===== src/motor_ctrl_pkg.sv =====
package motor_ctrl_pkg;

  // Camera centroid and proximity sensor widths
  localparam int CENT_W = 8;
  localparam int PROX_W = 3;

  // Wheel speed, signed two's complement
  localparam int VEL_W = 8;

  // Proportional term taken from the centroid
  localparam int P_W = 3;

  // Search counter width and the lost threshold
  localparam int CNT_W = 12;
  localparam logic [CNT_W-1:0] SEARCH_LIMIT = 12'd1000;

  // Steering gains
  // Proximity 3 is neutral, speed drops as the target gets closer
  localparam logic [PROX_W-1:0] PROX_CENTER = 3'd3;
  localparam logic [VEL_W-1:0]  PROX_GAIN   = 8'd16;
  localparam logic [VEL_W-1:0]  P_GAIN      = 8'd8;

  // SPI link timing, counted in clk cycles
  localparam int SCLK_HALF  = 2;
  localparam int FRAME_BITS = 16;
  localparam int GAP_CYCLES = 2;

  // Divider and bit counter widths
  localparam int DIV_W     = $clog2(2 * SCLK_HALF);
  localparam int BIT_CNT_W = $clog2(FRAME_BITS);

  // Divider values where sclk rises and falls, and the last gap cycle
  localparam logic [DIV_W-1:0]     DIV_RISE = DIV_W'(SCLK_HALF - 1);
  localparam logic [DIV_W-1:0]     DIV_FALL = DIV_W'(2 * SCLK_HALF - 1);
  localparam logic [DIV_W-1:0]     GAP_LAST = DIV_W'(GAP_CYCLES - 1);
  localparam logic [BIT_CNT_W-1:0] BIT_LAST = BIT_CNT_W'(FRAME_BITS - 1);

  // Target tracking state
  typedef enum logic [0:0] {
    TRACK_LOOKING,
    TRACK_LOST
  } track_state_e;

  // SPI transmitter state
  typedef enum logic [1:0] {
    SPI_IDLE,
    SPI_SHIFT,
    SPI_GAP
  } spi_state_e;

endpackage


===== src/motor_ctrl_top.sv =====
`timescale 1ns/1ps

module motor_ctrl_top (
  input  logic                              clk,
  input  logic                              rst,
  input  logic                              enable,
  input  logic [motor_ctrl_pkg::CENT_W-1:0] centroid,
  input  logic                              new_centroid,
  input  logic [motor_ctrl_pkg::PROX_W-1:0] proximity,
  output logic [motor_ctrl_pkg::VEL_W-1:0]  v_left_motor,
  output logic [motor_ctrl_pkg::VEL_W-1:0]  v_right_motor,
  output logic                              lost,
  output logic                              spi_sclk,
  output logic                              spi_mosi,
  output logic                              spi_cs_n
);

  // Tracker to steering
  logic [motor_ctrl_pkg::CENT_W-1:0] last_centroid;

  // Target memory and search timeout
  target_tracker u_tracker (
    .clk           (clk),
    .rst           (rst),
    .enable        (enable),
    .new_centroid  (new_centroid),
    .centroid      (centroid),
    .last_centroid (last_centroid),
    .lost          (lost)
  );

  // Wheel speeds, also fed straight to the SPI link
  steer_ctrl u_steer (
    .clk           (clk),
    .rst           (rst),
    .enable        (enable),
    .lost          (lost),
    .proximity     (proximity),
    .last_centroid (last_centroid),
    .left_speed    (v_left_motor),
    .right_speed   (v_right_motor)
  );

  // Write-only link to the motor driver
  motor_spi_tx u_spi_tx (
    .clk         (clk),
    .rst         (rst),
    .left_speed  (v_left_motor),
    .right_speed (v_right_motor),
    .sclk        (spi_sclk),
    .mosi        (spi_mosi),
    .cs_n        (spi_cs_n)
  );

endmodule


===== src/motor_spi_tx.sv =====
`timescale 1ns/1ps

module motor_spi_tx (
  input  logic                                   clk,
  input  logic                                   rst,
  input  logic signed [motor_ctrl_pkg::VEL_W-1:0] left_speed,
  input  logic signed [motor_ctrl_pkg::VEL_W-1:0] right_speed,
  output logic                                   sclk,
  output logic                                   mosi,
  output logic                                   cs_n
);

  motor_ctrl_pkg::spi_state_e            state;
  logic [motor_ctrl_pkg::DIV_W-1:0]      div_cnt;
  logic [motor_ctrl_pkg::BIT_CNT_W-1:0]  bit_cnt;
  logic [motor_ctrl_pkg::FRAME_BITS-1:0] shift_reg;
  logic                                  load;
  logic                                  shift_en;

  // Latch a new frame after the idle cycle or at the end of the gap
  assign load = (state == motor_ctrl_pkg::SPI_IDLE) ||
                ((state == motor_ctrl_pkg::SPI_GAP) && (div_cnt == motor_ctrl_pkg::GAP_LAST));

  // Advance one bit as sclk falls, mode 0
  assign shift_en = (state == motor_ctrl_pkg::SPI_SHIFT) &&
                    (div_cnt == motor_ctrl_pkg::DIV_FALL);

  // MSB goes out first
  assign mosi = shift_reg[motor_ctrl_pkg::FRAME_BITS-1];

  // Frame data, left byte first
  always_ff @(posedge clk) begin
    if (load) begin
      shift_reg <= {left_speed, right_speed};
    end else if (shift_en) begin
      shift_reg <= {shift_reg[motor_ctrl_pkg::FRAME_BITS-2:0], 1'b0};
    end
  end

  // Frame FSM with clock divider and bit counter
  always_ff @(posedge clk) begin
    if (rst) begin
      state   <= motor_ctrl_pkg::SPI_IDLE;
      div_cnt <= '0;
      bit_cnt <= '0;
      sclk    <= 1'b0;
      cs_n    <= 1'b1;
    end else begin
      case (state)
        motor_ctrl_pkg::SPI_IDLE: begin
          // One cycle after reset, then start streaming
          state   <= motor_ctrl_pkg::SPI_SHIFT;
          cs_n    <= 1'b0;
          div_cnt <= '0;
          bit_cnt <= '0;
        end
        motor_ctrl_pkg::SPI_SHIFT: begin
          div_cnt <= div_cnt + 1'b1;
          // sclk low for the first half, high for the second
          if (div_cnt == motor_ctrl_pkg::DIV_RISE) begin
            sclk <= 1'b1;
          end
          if (shift_en) begin
            sclk    <= 1'b0;
            div_cnt <= '0;
            if (bit_cnt == motor_ctrl_pkg::BIT_LAST) begin
              // Frame done, cs_n rise tells the driver to take it
              state <= motor_ctrl_pkg::SPI_GAP;
              cs_n  <= 1'b1;
            end else begin
              bit_cnt <= bit_cnt + 1'b1;
            end
          end
        end
        motor_ctrl_pkg::SPI_GAP: begin
          div_cnt <= div_cnt + 1'b1;
          // Back to back frames, cs_n high for the gap only
          if (load) begin
            state   <= motor_ctrl_pkg::SPI_SHIFT;
            cs_n    <= 1'b0;
            div_cnt <= '0;
            bit_cnt <= '0;
          end
        end
        default: begin
          state <= motor_ctrl_pkg::SPI_IDLE;
          sclk  <= 1'b0;
          cs_n  <= 1'b1;
        end
      endcase
    end
  end

endmodule


===== src/steer_ctrl.sv =====
`timescale 1ns/1ps

module steer_ctrl (
  input  logic                                    clk,
  input  logic                                    rst,
  input  logic                                    enable,
  input  logic                                    lost,
  input  logic        [motor_ctrl_pkg::PROX_W-1:0] proximity,
  input  logic        [motor_ctrl_pkg::CENT_W-1:0] last_centroid,
  output logic signed [motor_ctrl_pkg::VEL_W-1:0]  left_speed,
  output logic signed [motor_ctrl_pkg::VEL_W-1:0]  right_speed
);

  logic [motor_ctrl_pkg::P_W-1:0]   right_term;
  logic [motor_ctrl_pkg::P_W-1:0]   left_term;
  logic [motor_ctrl_pkg::VEL_W-1:0] right_base;
  logic [motor_ctrl_pkg::VEL_W-1:0] left_base;
  logic [motor_ctrl_pkg::VEL_W-1:0] prox_ext;
  logic [motor_ctrl_pkg::VEL_W-1:0] prox_corr;

  // Right term from the top bits of the centroid
  assign right_term = last_centroid[motor_ctrl_pkg::CENT_W-1 -: motor_ctrl_pkg::P_W];

  // Left term from the low bits with bit 0 as the MSB
  assign left_term = {last_centroid[0], last_centroid[1], last_centroid[2]};

  // Base speeds reach at most 7 * 8 and never overflow
  assign right_base = {{(motor_ctrl_pkg::VEL_W - motor_ctrl_pkg::P_W){1'b0}}, right_term}
                      * motor_ctrl_pkg::P_GAIN;
  assign left_base  = {{(motor_ctrl_pkg::VEL_W - motor_ctrl_pkg::P_W){1'b0}}, left_term}
                      * motor_ctrl_pkg::P_GAIN;

  // Zero-extend proximity to speed width
  assign prox_ext = {{(motor_ctrl_pkg::VEL_W - motor_ctrl_pkg::PROX_W){1'b0}}, proximity};

  // (prox - center) * -gain is computed as (center - prox) * gain
  // 8-bit arithmetic wraps exactly like the signed form
  // Values 48, 32, 16, 0, -16, -32, -48, -64 for proximity 0..7
  assign prox_corr = ({{(motor_ctrl_pkg::VEL_W - motor_ctrl_pkg::PROX_W){1'b0}},
                       motor_ctrl_pkg::PROX_CENTER} - prox_ext) * motor_ctrl_pkg::PROX_GAIN;

  // Registered speeds
  // Wheels are crossed so the left wheel follows the right term and vice versa
  always_ff @(posedge clk) begin
    if (rst) begin
      left_speed  <= '0;
      right_speed <= '0;
    end else if (!enable || lost) begin
      // Stop both wheels
      left_speed  <= '0;
      right_speed <= '0;
    end else begin
      left_speed  <= right_base + prox_corr;
      right_speed <= left_base + prox_corr;
    end
  end

endmodule


===== src/target_tracker.sv =====
`timescale 1ns/1ps

module target_tracker (
  input  logic                              clk,
  input  logic                              rst,
  input  logic                              enable,
  input  logic                              new_centroid,
  input  logic [motor_ctrl_pkg::CENT_W-1:0] centroid,
  output logic [motor_ctrl_pkg::CENT_W-1:0] last_centroid,
  output logic                              lost
);

  motor_ctrl_pkg::track_state_e     state;
  logic [motor_ctrl_pkg::CNT_W-1:0] search_cnt;
  logic                             valid_update;
  logic                             cnt_expired;

  // A zero centroid means nothing in view, so it is not a valid sighting
  assign valid_update = enable && new_centroid && (centroid != '0);

  // Counter has passed the search window
  assign cnt_expired = search_cnt > motor_ctrl_pkg::SEARCH_LIMIT;

  assign lost = (state == motor_ctrl_pkg::TRACK_LOST);

  // Last valid target position
  // Held through disable so steering resumes where it left off
  always_ff @(posedge clk) begin
    if (rst) begin
      last_centroid <= '0;
    end else if (valid_update) begin
      last_centroid <= centroid;
    end
  end

  // Cycles since the last valid sighting, saturating
  always_ff @(posedge clk) begin
    if (rst || !enable) begin
      search_cnt <= '0;
    end else if (valid_update) begin
      search_cnt <= '0;
    end else if (search_cnt != '1) begin
      search_cnt <= search_cnt + 1'b1;
    end
  end

  // Looking / lost FSM
  // Lost is entered one edge after the counter passes the limit
  always_ff @(posedge clk) begin
    if (rst || !enable) begin
      state <= motor_ctrl_pkg::TRACK_LOOKING;
    end else if (valid_update) begin
      state <= motor_ctrl_pkg::TRACK_LOOKING;
    end else if (cnt_expired) begin
      state <= motor_ctrl_pkg::TRACK_LOST;
    end
  end

endmodule


===== config.mk =====
export PLATFORM = sky130hd
export DESIGN_NAME = motor_ctrl_top
export DESIGN_NICKNAME = d
export VERILOG_FILES = /design/src/motor_ctrl_pkg.sv /design/src/motor_ctrl_top.sv /design/src/motor_spi_tx.sv /design/src/steer_ctrl.sv /design/src/target_tracker.sv
export SDC_FILE = /design/constraint.sdc
export NUM_CORES = 1
export LEC_CHECK = 0
export BUFFER_PORTS_ARGS = -buffer_cell sky130_fd_sc_hd__buf_2
export CORE_MARGIN = 3
export CORE_UTILIZATION = 55
export CTS_BUF_LIST = sky130_fd_sc_hd__clkbuf_16
export DETAILED_ROUTE_END_ITERATION = 8
export PLACE_DENSITY = 0.81
export SLEW_MARGIN = 20
export SYNTH_ARGS = -nofsm -noshare
export SYNTH_HDL_FRONTEND = slang
export SYNTH_SLANG_ARGS = --single-unit

===== constraint.sdc =====
create_clock -name clk -period 2.15 [get_ports clk]
set_clock_uncertainty 0.1 [all_clocks]
set_input_delay 0.1075 -clock clk [delete_from_list [all_inputs] [get_ports clk]]
set_output_delay 0.1075 -clock clk [all_outputs]
set_load 0.005 [all_outputs]

==> summary.txt, run 1 <==
Status
  – Outcome: finished, final reports clean

Power and ir drop
  – Tot Pwr: 0.00267 W
  – VDD IR-drop max: 0.000488 V
  – Pwr dens: 940 nW/µm²
  – Leak Pwr: 1.13 nW

Global route
  – Vias in the first global route: 1802
  – Initial antenna violation count: 0
  – Gr usage total: 19.8%
  – Pin count of the biggest net entering global routing: 19
  – First-pass GRT wire length: 8.16 mm
  – GR Overflow Total: 0

Yosys
  – Post-synth EDFFs: 13
  – Post-synth cell types: 42
  – Main synth FF type: dfxtp_1
  – Yosys warnings: 0
  – Synth async-reset ratio: 0%
  – Post-synthesis sequential area ratio: 48.0%
  – Mapped Cells: 242
  – Yosys reg bits: 52
  – Mapped Area: 2440 µm²
  – Post-Syn Area per Cell: 10.1 µm²

Layout
  – Net count, final: 307
  – Most common cell after layout, fill and taps aside: dfxtp_1
  – Diodes inserted: 0
  – Max reg flops: 13
  – Most frequent cells in the layout: dfxtp_1, buf_2, nor2_1, inv_1, nand2_1
  – Final Core Density: 68.4%
  – Layout cells sized above 1: 20.5%
  – Area grow syn2layout: 16.1%

Detailed routing
  – DRT Wirelength: 4.67 mm
  – Starting DRC count in detailed routing: 116
  – Total number of vias: 1801
  – Drt via density: 5.49
  – Antenna-violating nets left: 0
  – Per-cell routed wire length: 14.2 µm
  – Drc violations: 0
  – Detailed Routing Iterations Pass 1: 4

Worst setup path
  – Max stage delay on crit path: 0.52 ns
  – CP required: 2.21 ns
  – Crit-path cells: ha_1, nand3_2, nor4_4, mux2i_1, nor2_1
  – Critical path peak fanout: 7
  – Reg2reg setup slack: 0.24 ns
  – Crit path DAT: 1.98 ns
  – Crit path buffers/inverters: 0
  – Worst R2R End: u_tracker.search_cnt[1]
  – CP Launch Type: flip-flop
  – RR Startpoint: u_tracker.search_cnt[1]
  – Worst path slowest cell: nor4_4
  – CP Class: flip-flop to flip-flop
  – R2R depth: 5
  – Top delay family on crit path: simple AND/OR/NAND/NOR gates
  – Crit end category: flip-flop

Clock tree
  – Post-CTS Setup Inserts: 0
  – Skew-Pair Late Insertion Delay: 0.29 ns
  – # clock sinks: 52
  – Max clock buf depth: 2
  – CTS tree: built
  – H-Tree Depth: 2
  – Root Buffer: clkbuf_16
  – Number of CTS-inserted buffers: 5
  – Clk pin slew, worst setup/hold paths: 0.07 ns

Min path
  – Hold Path Depth: 3
  – Hold Crit Start: proximity[2]
  – Worst min-delay path category: primary input to flip-flop
  – Worst Hold Path EP: u_steer.right_speed[7]

Place
  – PortBufs: 28
  – Post-detail-place hpwl: 3.26 mm
  – Gpl congestion: 0.809
  – Place WS: 0.186 ns

Timing
  – Final setup viols: 0
  – Max Clock Freq: 522 MHz
  – Final hold violations: 0
  – Final Max Tran Viols: 0
  – Unrepaired setup endpoints after global routing: no
  – Post-Route Setup TNS: 0 ns
  – Final worst slack: 0.236 ns
  – Slew HR: 66.6%
  – Period minus WS final: 1.91 ns
  – Actual slew at the worst max-slew pin: 0.500 ns
  – Final worst-path cycle share: 89.0%

Floorplan
  – IO Count: 35
  – Die W: 72.6 µm
  – Die area: 5280 µm²
  – Rows: 23
  – Initial Util: 58.9%
  – Core Box Area: 4140 µm²
  – Chip Height: 72.6 µm

Run
  – Max Cap Viol: 0
synthesized netlist by cell type, drive strengths merged (7+ instances only):
master | instances | area, µm²
and2 | 7 | 43.8
mux2i | 7 | 70.1
nor2 | 23 | 86.3
edfxtp | 13 | 390
a21oi | 13 | 68.8
buf | 9 | 66.3
a211oi | 7 | 57.6
inv | 17 | 63.8
ha | 13 | 163
dfxtp | 39 | 781
mux2 | 9 | 101
nand2 | 16 | 60.1
nor3 | 17 | 90.1
layer usage:
layer | routed length, µm | share of wire [%] | GRT usage, % | up-vias
li1 | - | - | - | 912
met1 | 2130 | 46 | 24.6 | 852
met2 | 2310 | 50 | 32.9 | 35
met3 | 197 | 4.2 | 5.10 | 2
met4 | 27 | 0.58 | 7.99 | 0
met5 | 0 | 0 | 0 | -
metrics by stage:
step / std cells / hold slack (ns) / area, µm²
floorplan: 247 / 0.152 / 2460
CTS: 328 / 0.0114 / 2830
detailed placement: 315 / 0.289 / 2610
global placement: 315 / 0.271 / 2610
global route: 328 / 0.0357 / 2840
finish: 328 / 0.0180 / 2840
power by group:
part / switching, W / internal, W
registers: 0.0000622 / 0.00120
clock network: 0.000337 / 0.000546
logic: 0.000286 / 0.000236
total: 0.000685 / 0.00198
logic make-up after synthesis:
family                   share of synthesized area [%]
AO/OA/AOI/OAI                                     7.94
XOR/XNOR                                          1.43
adder cells (fa/ha/maj)                           8.30
buffers and inverters                             5.64
flip-flops                                        48.0
multiplexers                                      7.02
other                                            0.154
AND/OR/NAND/NOR                                   21.6
worst max path at each step:
| stage | slack, ns | depth (start not counted) | end | start |
|---|---|---|---|---|
| final | 0.24 | 5 | u_tracker.search_cnt[1] | u_tracker.search_cnt[1] |
| after global routing | 0.06 | 6 | u_spi_tx.div_cnt[1] | u_spi_tx.state[1] |
| after CTS | 0.18 | 6 | u_spi_tx.bit_cnt[3] | u_spi_tx.state[1] |
| after detailed placement | 0.19 | 6 | u_spi_tx.bit_cnt[2] | u_spi_tx.state[1] |
| after global placement | 0.22 | 6 | u_spi_tx.bit_cnt[0] | u_spi_tx.state[1] |
| after floorplan | 0.25 | 5 | u_spi_tx.shift_reg[10] | u_spi_tx.state[0] |
repair_timing:
item	4_1_cts	5_1_grt
hold buffers	5	0
endpoints found under the hold margin	5	0
gates resized for setup	0	2
setup endpoints to repair	0	4
tightest hold or removal path, cell delays in order:
cell and delay, ns:
buf_2 0.13, nand2_1 0.08, a211oi_1 0.05
final cells by class:
type | count | area [µm²]
well taps | 50 | 62.6
multi-input cells | 167 | 1160
flip-flops and latches | 52 | 1170
clock inverters | 3 | 42.5
fillers | 330 | 1310
repair buffers | 34 | 210
clock buffers | 5 | 125
inverters | 17 | 63.8
Power figures use the tool's default switching activity.
==> run 2: changes to the inputs <==
CORE_ASPECT_RATIO = 0.75   (was default)
GPL_ROUTABILITY_DRIVEN = 0   (was default)
==> summary.txt, run 2 (synthesized netlist as in run 1, its figures left out) <==
Place
  – Cell Area, Placed: 2610 µm² (about the same)
  – Post-detail-place hpwl: 3.44 mm (+5.3%)
  – PortBufs: 28 (unchanged)
  – Placed Cells: 321 (+1.9%)

Global route
  – Initial antenna violation count: 0 (unchanged)
  – Pin count of the biggest net entering global routing: 19 (unchanged)
  – First-pass GRT wire length: 7.87 mm (-3.6%)
  – Gr usage total: 18.8% (-1.0 points)
  – Vias in the first global route: 1723 (-4.4%)
  – GR Overflow Total: 0 (unchanged)

Floorplan
  – IO Count: 35 (unchanged)
  – Core Box Area: 4150 µm² (+0.24%)
  – Die area: 5280 µm² (+0.16%)
  – Chip Height: 63.7 µm (-12%)
  – Rows: 20 (-13%)
  – Die W: 82.9 µm (+14%)
  – Initial Util: 58.8% (-0.14 points)

Detailed routing
  – Drc violations: 0 (unchanged)
  – Per-cell routed wire length: 14.2 µm (-0.53%)
  – Starting DRC count in detailed routing: 101 (-13%)
  – DRT Wirelength: 4.71 mm (+0.99%)
  – Antenna-violating nets left: 0 (unchanged)
  – Total number of vias: 1809 (+0.44%)
  – Detailed Routing Iterations Pass 1: 4 (unchanged)
  – Drt via density: 5.43 (-1.1%)

Clock tree
  – Number of CTS-inserted buffers: 5 (unchanged)
  – CTS tree: built
  – Post-CTS Setup Inserts: 0 (unchanged)
  – Clk pin slew, worst setup/hold paths: 0.06 ns (about the same)
  – Root Buffer: clkbuf_16
  – H-Tree Depth: 2 (unchanged)
  – # clock sinks: 52 (unchanged)
  – Skew-Pair Late Insertion Delay: 0.28 ns (about the same)
  – Max clock buf depth: 2 (unchanged)

Timing
  – Post-Route Setup TNS: 0 ns (unchanged)
  – Max Clock Freq: 510 MHz (-2.4%)
  – Final worst-path cycle share: 91.2% (+2.2 points)
  – Slew HR: 62.0% (-4.5 points)
  – Period minus WS final: 1.96 ns (+0.0476 ns)
  – Final Max Tran Viols: 0 (unchanged)
  – Actual slew at the worst max-slew pin: 0.568 ns (+0.0679 ns)
  – Unrepaired setup endpoints after global routing: no
  – Final setup viols: 0 (unchanged)
  – Final hold violations: 0 (unchanged)

Worst setup path
  – CP Launch Type: flip-flop
  – Crit end category: flip-flop
  – Crit path DAT: 2.07 ns (+0.09 ns)
  – CP required: 2.26 ns (+0.05 ns)
  – Critical path peak fanout: 6 (-1)
  – CP Class: flip-flop to flip-flop

Power and ir drop
  – Power share of the clock group: 29.2% (-3.9 points)
  – Comb pwr share: 20.6% (+1.0 points)
  – Pwr dens: 906 nW/µm² (-3.7%)
  – VDD IR-drop max: 0.000547 V (+12%)
  – Pint: 0.00185 W (-6.8%)
  – Switch share: 27.1% (+1.4 points)
  – Sequential power share: 50.2% (+2.9 points)
  – Leak Pwr: 1.12 nW (-1.1%)
  – Switching pwr: 0.000686 W (+0.13%)

Layout
  – Most frequent cells in the layout: dfxtp_1, buf_2, nor2_1, inv_1, nand2_1
  – Layout cells sized above 1: 19.8% (-0.72 points)
  – Diodes inserted: 0 (unchanged)
  – Max reg flops: 13 (unchanged)
  – Area grow syn2layout: 14.4%
  – Post-route cell area: 2800 µm² (-1.4%)
  – Most common cell after layout, fill and taps aside: dfxtp_1
  – Layout Cells excl Fill: 333 (+1.5%)
  – Net count, final: 307 (unchanged)

Min path
  – Worst min-delay path category: primary input to flip-flop

Status
  – Outcome: finished, final reports clean

Run
  – Max Cap Viol: 0 (unchanged)
run 2: final cells by class:
class                   instances  area, µm²
multi-input cells             167       1160
clock buffers                   5        125
inverters                      17       63.8
fillers                       346       1360
well taps                      55       68.8
flip-flops and latches         52       1170
clock inverters                 3       11.3
repair buffers                 34        195
run 2: metrics by stage:
| step | total power, W | utilization (%) | hold slack (ns) | setup WS (ns) |
|---|---|---|---|---|
| 3_3_place_gp | 0.00177 | 62.9 | 0.271 | 0.252 |
| 5_1_grt | 0.00266 | 67.3 | 0.0250 | 0.0518 |
| 4_1_cts | 0.00255 | 67.1 | 0.00632 | 0.0719 |
| 6_report | 0.00253 | 67.3 | 0.0109 | 0.188 |
| 3_5_place_dp | 0.00180 | 62.9 | 0.282 | 0.122 |
| 2_1_floorplan | 0.00163 | - | 0.152 | 0.251 |
run 2: power by group through the flow:
stage	clock (W)	combinational, W	sequential, W
4_1_cts	0.000756	0.000516	0.00127
3_5_place_dp	0	0.000509	0.00129
5_1_grt	0.000795	0.000580	0.00129
6_report	0.000739	0.000522	0.00127
2_1_floorplan	0	0.000362	0.00126
3_3_place_gp	0	0.000486	0.00128
run 2: layer usage:
metal | wire length [µm] | global-route usage [%] | up-vias
met3 | 283 | 5.75 | 2
met1 | 2360 | 25.2 | 851
met4 | 21 | 7.35 | 0
met5 | 0 | 0 | -
li1 | - | - | 907
met2 | 2050 | 28.5 | 49
run 2: worst paths after layout:
path                startpoint                          to  slack (ns)  cells after the start
max          u_spi_tx.state[0]         u_spi_tx.div_cnt[0]        0.19                      6
min                centroid[2]  u_tracker.last_centroid[2]        0.01                      3
max reg2reg  u_spi_tx.state[0]         u_spi_tx.div_cnt[0]        0.19                      6
min reg2reg      u_spi_tx.cs_n               u_spi_tx.cs_n        0.37                      2
run 2: worst max-delay path: stages (launching register included):
cell,delay (ns)
dfxtp_1,0.40
inv_1,0.08
ha_1,0.25
nor3b_2,0.40
o21ai_0,0.17
or3_1,0.34
a21oi_1,0.14
run 2: what timing repair did:
| action | CTS | global route |
|---|---|---|
| resized for setup | 0 | 2 |
| hold buffers | 4 | 0 |
| setup endpoints to repair | 0 | 5 |
| endpoints found under the hold margin | 4 | 0 |
==> run 3: changes to the inputs <==
PLACE_DENSITY = 0.8   (was 0.81)
SYNTH_HIERARCHICAL = 1   (was default)
==> summary.txt, run 3 <==
Timing
  – Final worst-path cycle share: 90.7% (-0.55 points)
  – Min Hold Slack: 0.0124 ns (+0.00145 ns)
  – Final setup viols: 0 (unchanged)
  – Max Clock Freq: 513 MHz (+0.61%)
  – Final Max Tran Viols: 0 (unchanged)
  – Actual slew at the worst max-slew pin: 0.505 ns (-0.0626 ns)
  – Period minus WS final: 1.95 ns (-0.0119 ns)
  – Unrepaired setup endpoints after global routing: no
  – Slew HR: 66.0% (+4.0 points)
  – Final hold violations: 0 (unchanged)
  – Post-Route Setup TNS: 0 ns (unchanged)

Status
  – Outcome: finished, final reports clean

Clock tree
  – Post-CTS Setup Inserts: 0 (unchanged)
  – H-Tree Depth: 2 (unchanged)
  – Clk pin slew, worst setup/hold paths: 0.07 ns (about the same)
  – Max clock buf depth: 2 (unchanged)
  – CTS tree: built
  – # clock sinks: 55 (+5.8%)
  – Root Buffer: clkbuf_16
  – Skew-Pair Late Insertion Delay: 0.28 ns (about the same)
  – Number of CTS-inserted buffers: 5 (unchanged)

Detailed routing
  – Drt via density: 5.61 (+3.2%)
  – M1 WL: 2.33 mm (-1.4%)
  – Per-cell routed wire length: 14.3 µm (+0.87%)
  – DRT Wirelength: 4.85 mm (+3.0%)
  – Detailed Routing Iterations Pass 1: 4 (unchanged)
  – Total number of vias: 1907 (+5.4%)
  – Met2 WL post-DR: 2.20 mm (+7.3%)
  – Antenna-violating nets left: 0 (unchanged)
  – Drc violations: 0 (unchanged)
  – Starting DRC count in detailed routing: 147 (+46%)
  – Met3 wire length: 262 µm (-7.4%)
  – Top Layer Used: met4

Worst setup path
  – Max stage delay on crit path: 0.49 ns (+0.09 ns)
  – CP Class: flip-flop to flip-flop
  – Critical path peak fanout: 13 (+7)
  – Crit end category: flip-flop
  – CP required: 2.26 ns (about the same)
  – CP Launch Type: flip-flop
  – Crit-path cells: inv_1, ha_1, nor2b_2, nor4_1, mux2i_1
  – Crit path DAT: 2.06 ns (about the same)
  – Worst path slowest cell: nor4_1

Floorplan
  – IO Count: 35 (unchanged)
  – Core Box Area: 4570 µm² (+10%)
  – Chip Height: 66.4 µm (+4.3%)
  – Die W: 86.6 µm (+4.4%)
  – Rows: 21 (+5.0%)
  – Initial Util: 58.6% (-0.23 points)
  – Die area: 5750 µm² (+8.8%)

Run
  – Max Cap Viol: 0 (unchanged)

Place
  – PortBufs: 28 (unchanged)
  – Cell Area, Placed: 2840 µm² (+8.9%)
  – Post-detail-place hpwl: 3.37 mm (-1.9%)

Global route
  – Initial antenna violation count: 0 (unchanged)
  – GR Overflow Total: 0 (unchanged)
  – Vias in the first global route: 1761 (+2.2%)
  – First-pass GRT wire length: 8.07 mm (+2.5%)
  – Pin count of the biggest net entering global routing: 23 (+4)
  – Gr usage total: 17.6% (-1.2 points)

Layout
  – FILL cells: 350 (+1.2%)
  – Area grow syn2layout: 14.8%
  – Most frequent cells in the layout: dfxtp_1, buf_2, nor2_1, mux2_2, edfxtp_1
  – Register area: 1260 µm² (+7.7%)
  – Layout cells sized above 1: 26.5% (+6.7 points)
  – Multi-input gate area: 1310 µm² (+13%)
  – Max reg flops: 16 (+3)
  – Most common cell after layout, fill and taps aside: dfxtp_1
  – Net count, final: 312 (+1.6%)
  – Diodes inserted: 0 (unchanged)
  – Post-route cell area: 3070 µm² (+10%)

Power and ir drop
  – Comb pwr share: 20.1% (-0.5 points)
  – VDD IR-drop max: 0.000619 V (+13%)
  – Switch share: 25.3% (-1.8 points)
  – Leak Pwr: 1.23 nW (+9.7%)
  – Pint: 0.00212 W (+15%)
  – Power share of the clock group: 31.6% (+2.4 points)
  – Tot Pwr: 0.00284 W (+12%)
  – Pwr dens: 923 nW/µm² (+1.9%)
  – Sequential power share: 48.3% (-1.9 points)
  – Switching pwr: 0.000718 W (+4.7%)

Yosys
  – Mapped Cells: 246 (+1.7%)
  – Yosys warnings: 6 (+6)
  – Post-Syn Area per Cell: 10.9 µm² (+7.8%)
  – Mapped Area: 2680 µm² (+9.6%)

Min path
  – Worst min-delay path category: primary input to flip-flop
-- run 3: repair_timing --
action,4_1_cts,5_1_grt
gates resized for setup,0,1
hold endpoints to repair,6,0
setup endpoints to repair,0,1
hold buffers,6,0
-- run 3: critical path, delay by kind of cell (launching register included) --
kind	cells	cell delay (ns)
adders and majority gates	1	0.33
DFF	1	0.36
muxes	1	0.24
and+or+nand+nor	2	0.76
buffers and inverters	1	0.08
-- run 3: layout make-up --
cell class / instances / area share, %
Clock buffer: 5 / 4.07
Clock inverter: 3 / 1.38
Inverter: 12 / 1.47
Multi-Input combinational cell: 172 / 42.7
Sequential cell: 55 / 41.0
Tap cell: 57 / 2.32
Timing Repair Buffer: 36 / 7.00
-- run 3: final timing paths --
check | cells past startpoint | from | end | slack, ns
worst max-delay path | 5 | u_spi_tx/state[1] | u_spi_tx/bit_cnt[0] | 0.20
worst max register to register | 5 | u_spi_tx/state[1] | u_spi_tx/bit_cnt[0] | 0.20
worst min register to register | 1 | u_tracker/last_centroid[2] | u_steer/right_speed[3] | 0.38
worst min-delay path | 2 | proximity[2] | u_steer/right_speed[7] | 0.01
-- run 3: power by group through the flow --
stage	Combinational (W)	Sequential (W)	Clock, W
finish	0.000571	0.00137	0.000897
global placement	0.000536	0.00139	0
detailed placement	0.000563	0.00139	0
global route	0.000640	0.00139	0.000956
floorplan	0.000433	0.00137	0
CTS	0.000575	0.00137	0.000911
-- run 3: per-layer routing --
layer / vias to the layer above / GRT usage (%)
met5: - / 0
met3: 8 / 3.99
met2: 63 / 27.7
met4: 0 / 4.09
met1: 891 / 24.7
li1: 945 / -
-- run 3: metrics by stage --
step	std cells	utilization (%)	worst slack [ns]
3_3_place_gp	326	62.2	0.265
6_report	340	67.2	0.200
4_1_cts	340	67.2	0.146
2_1_floorplan	251	-	0.138
5_1_grt	340	67.2	0.0624
3_5_place_dp	326	62.2	0.158
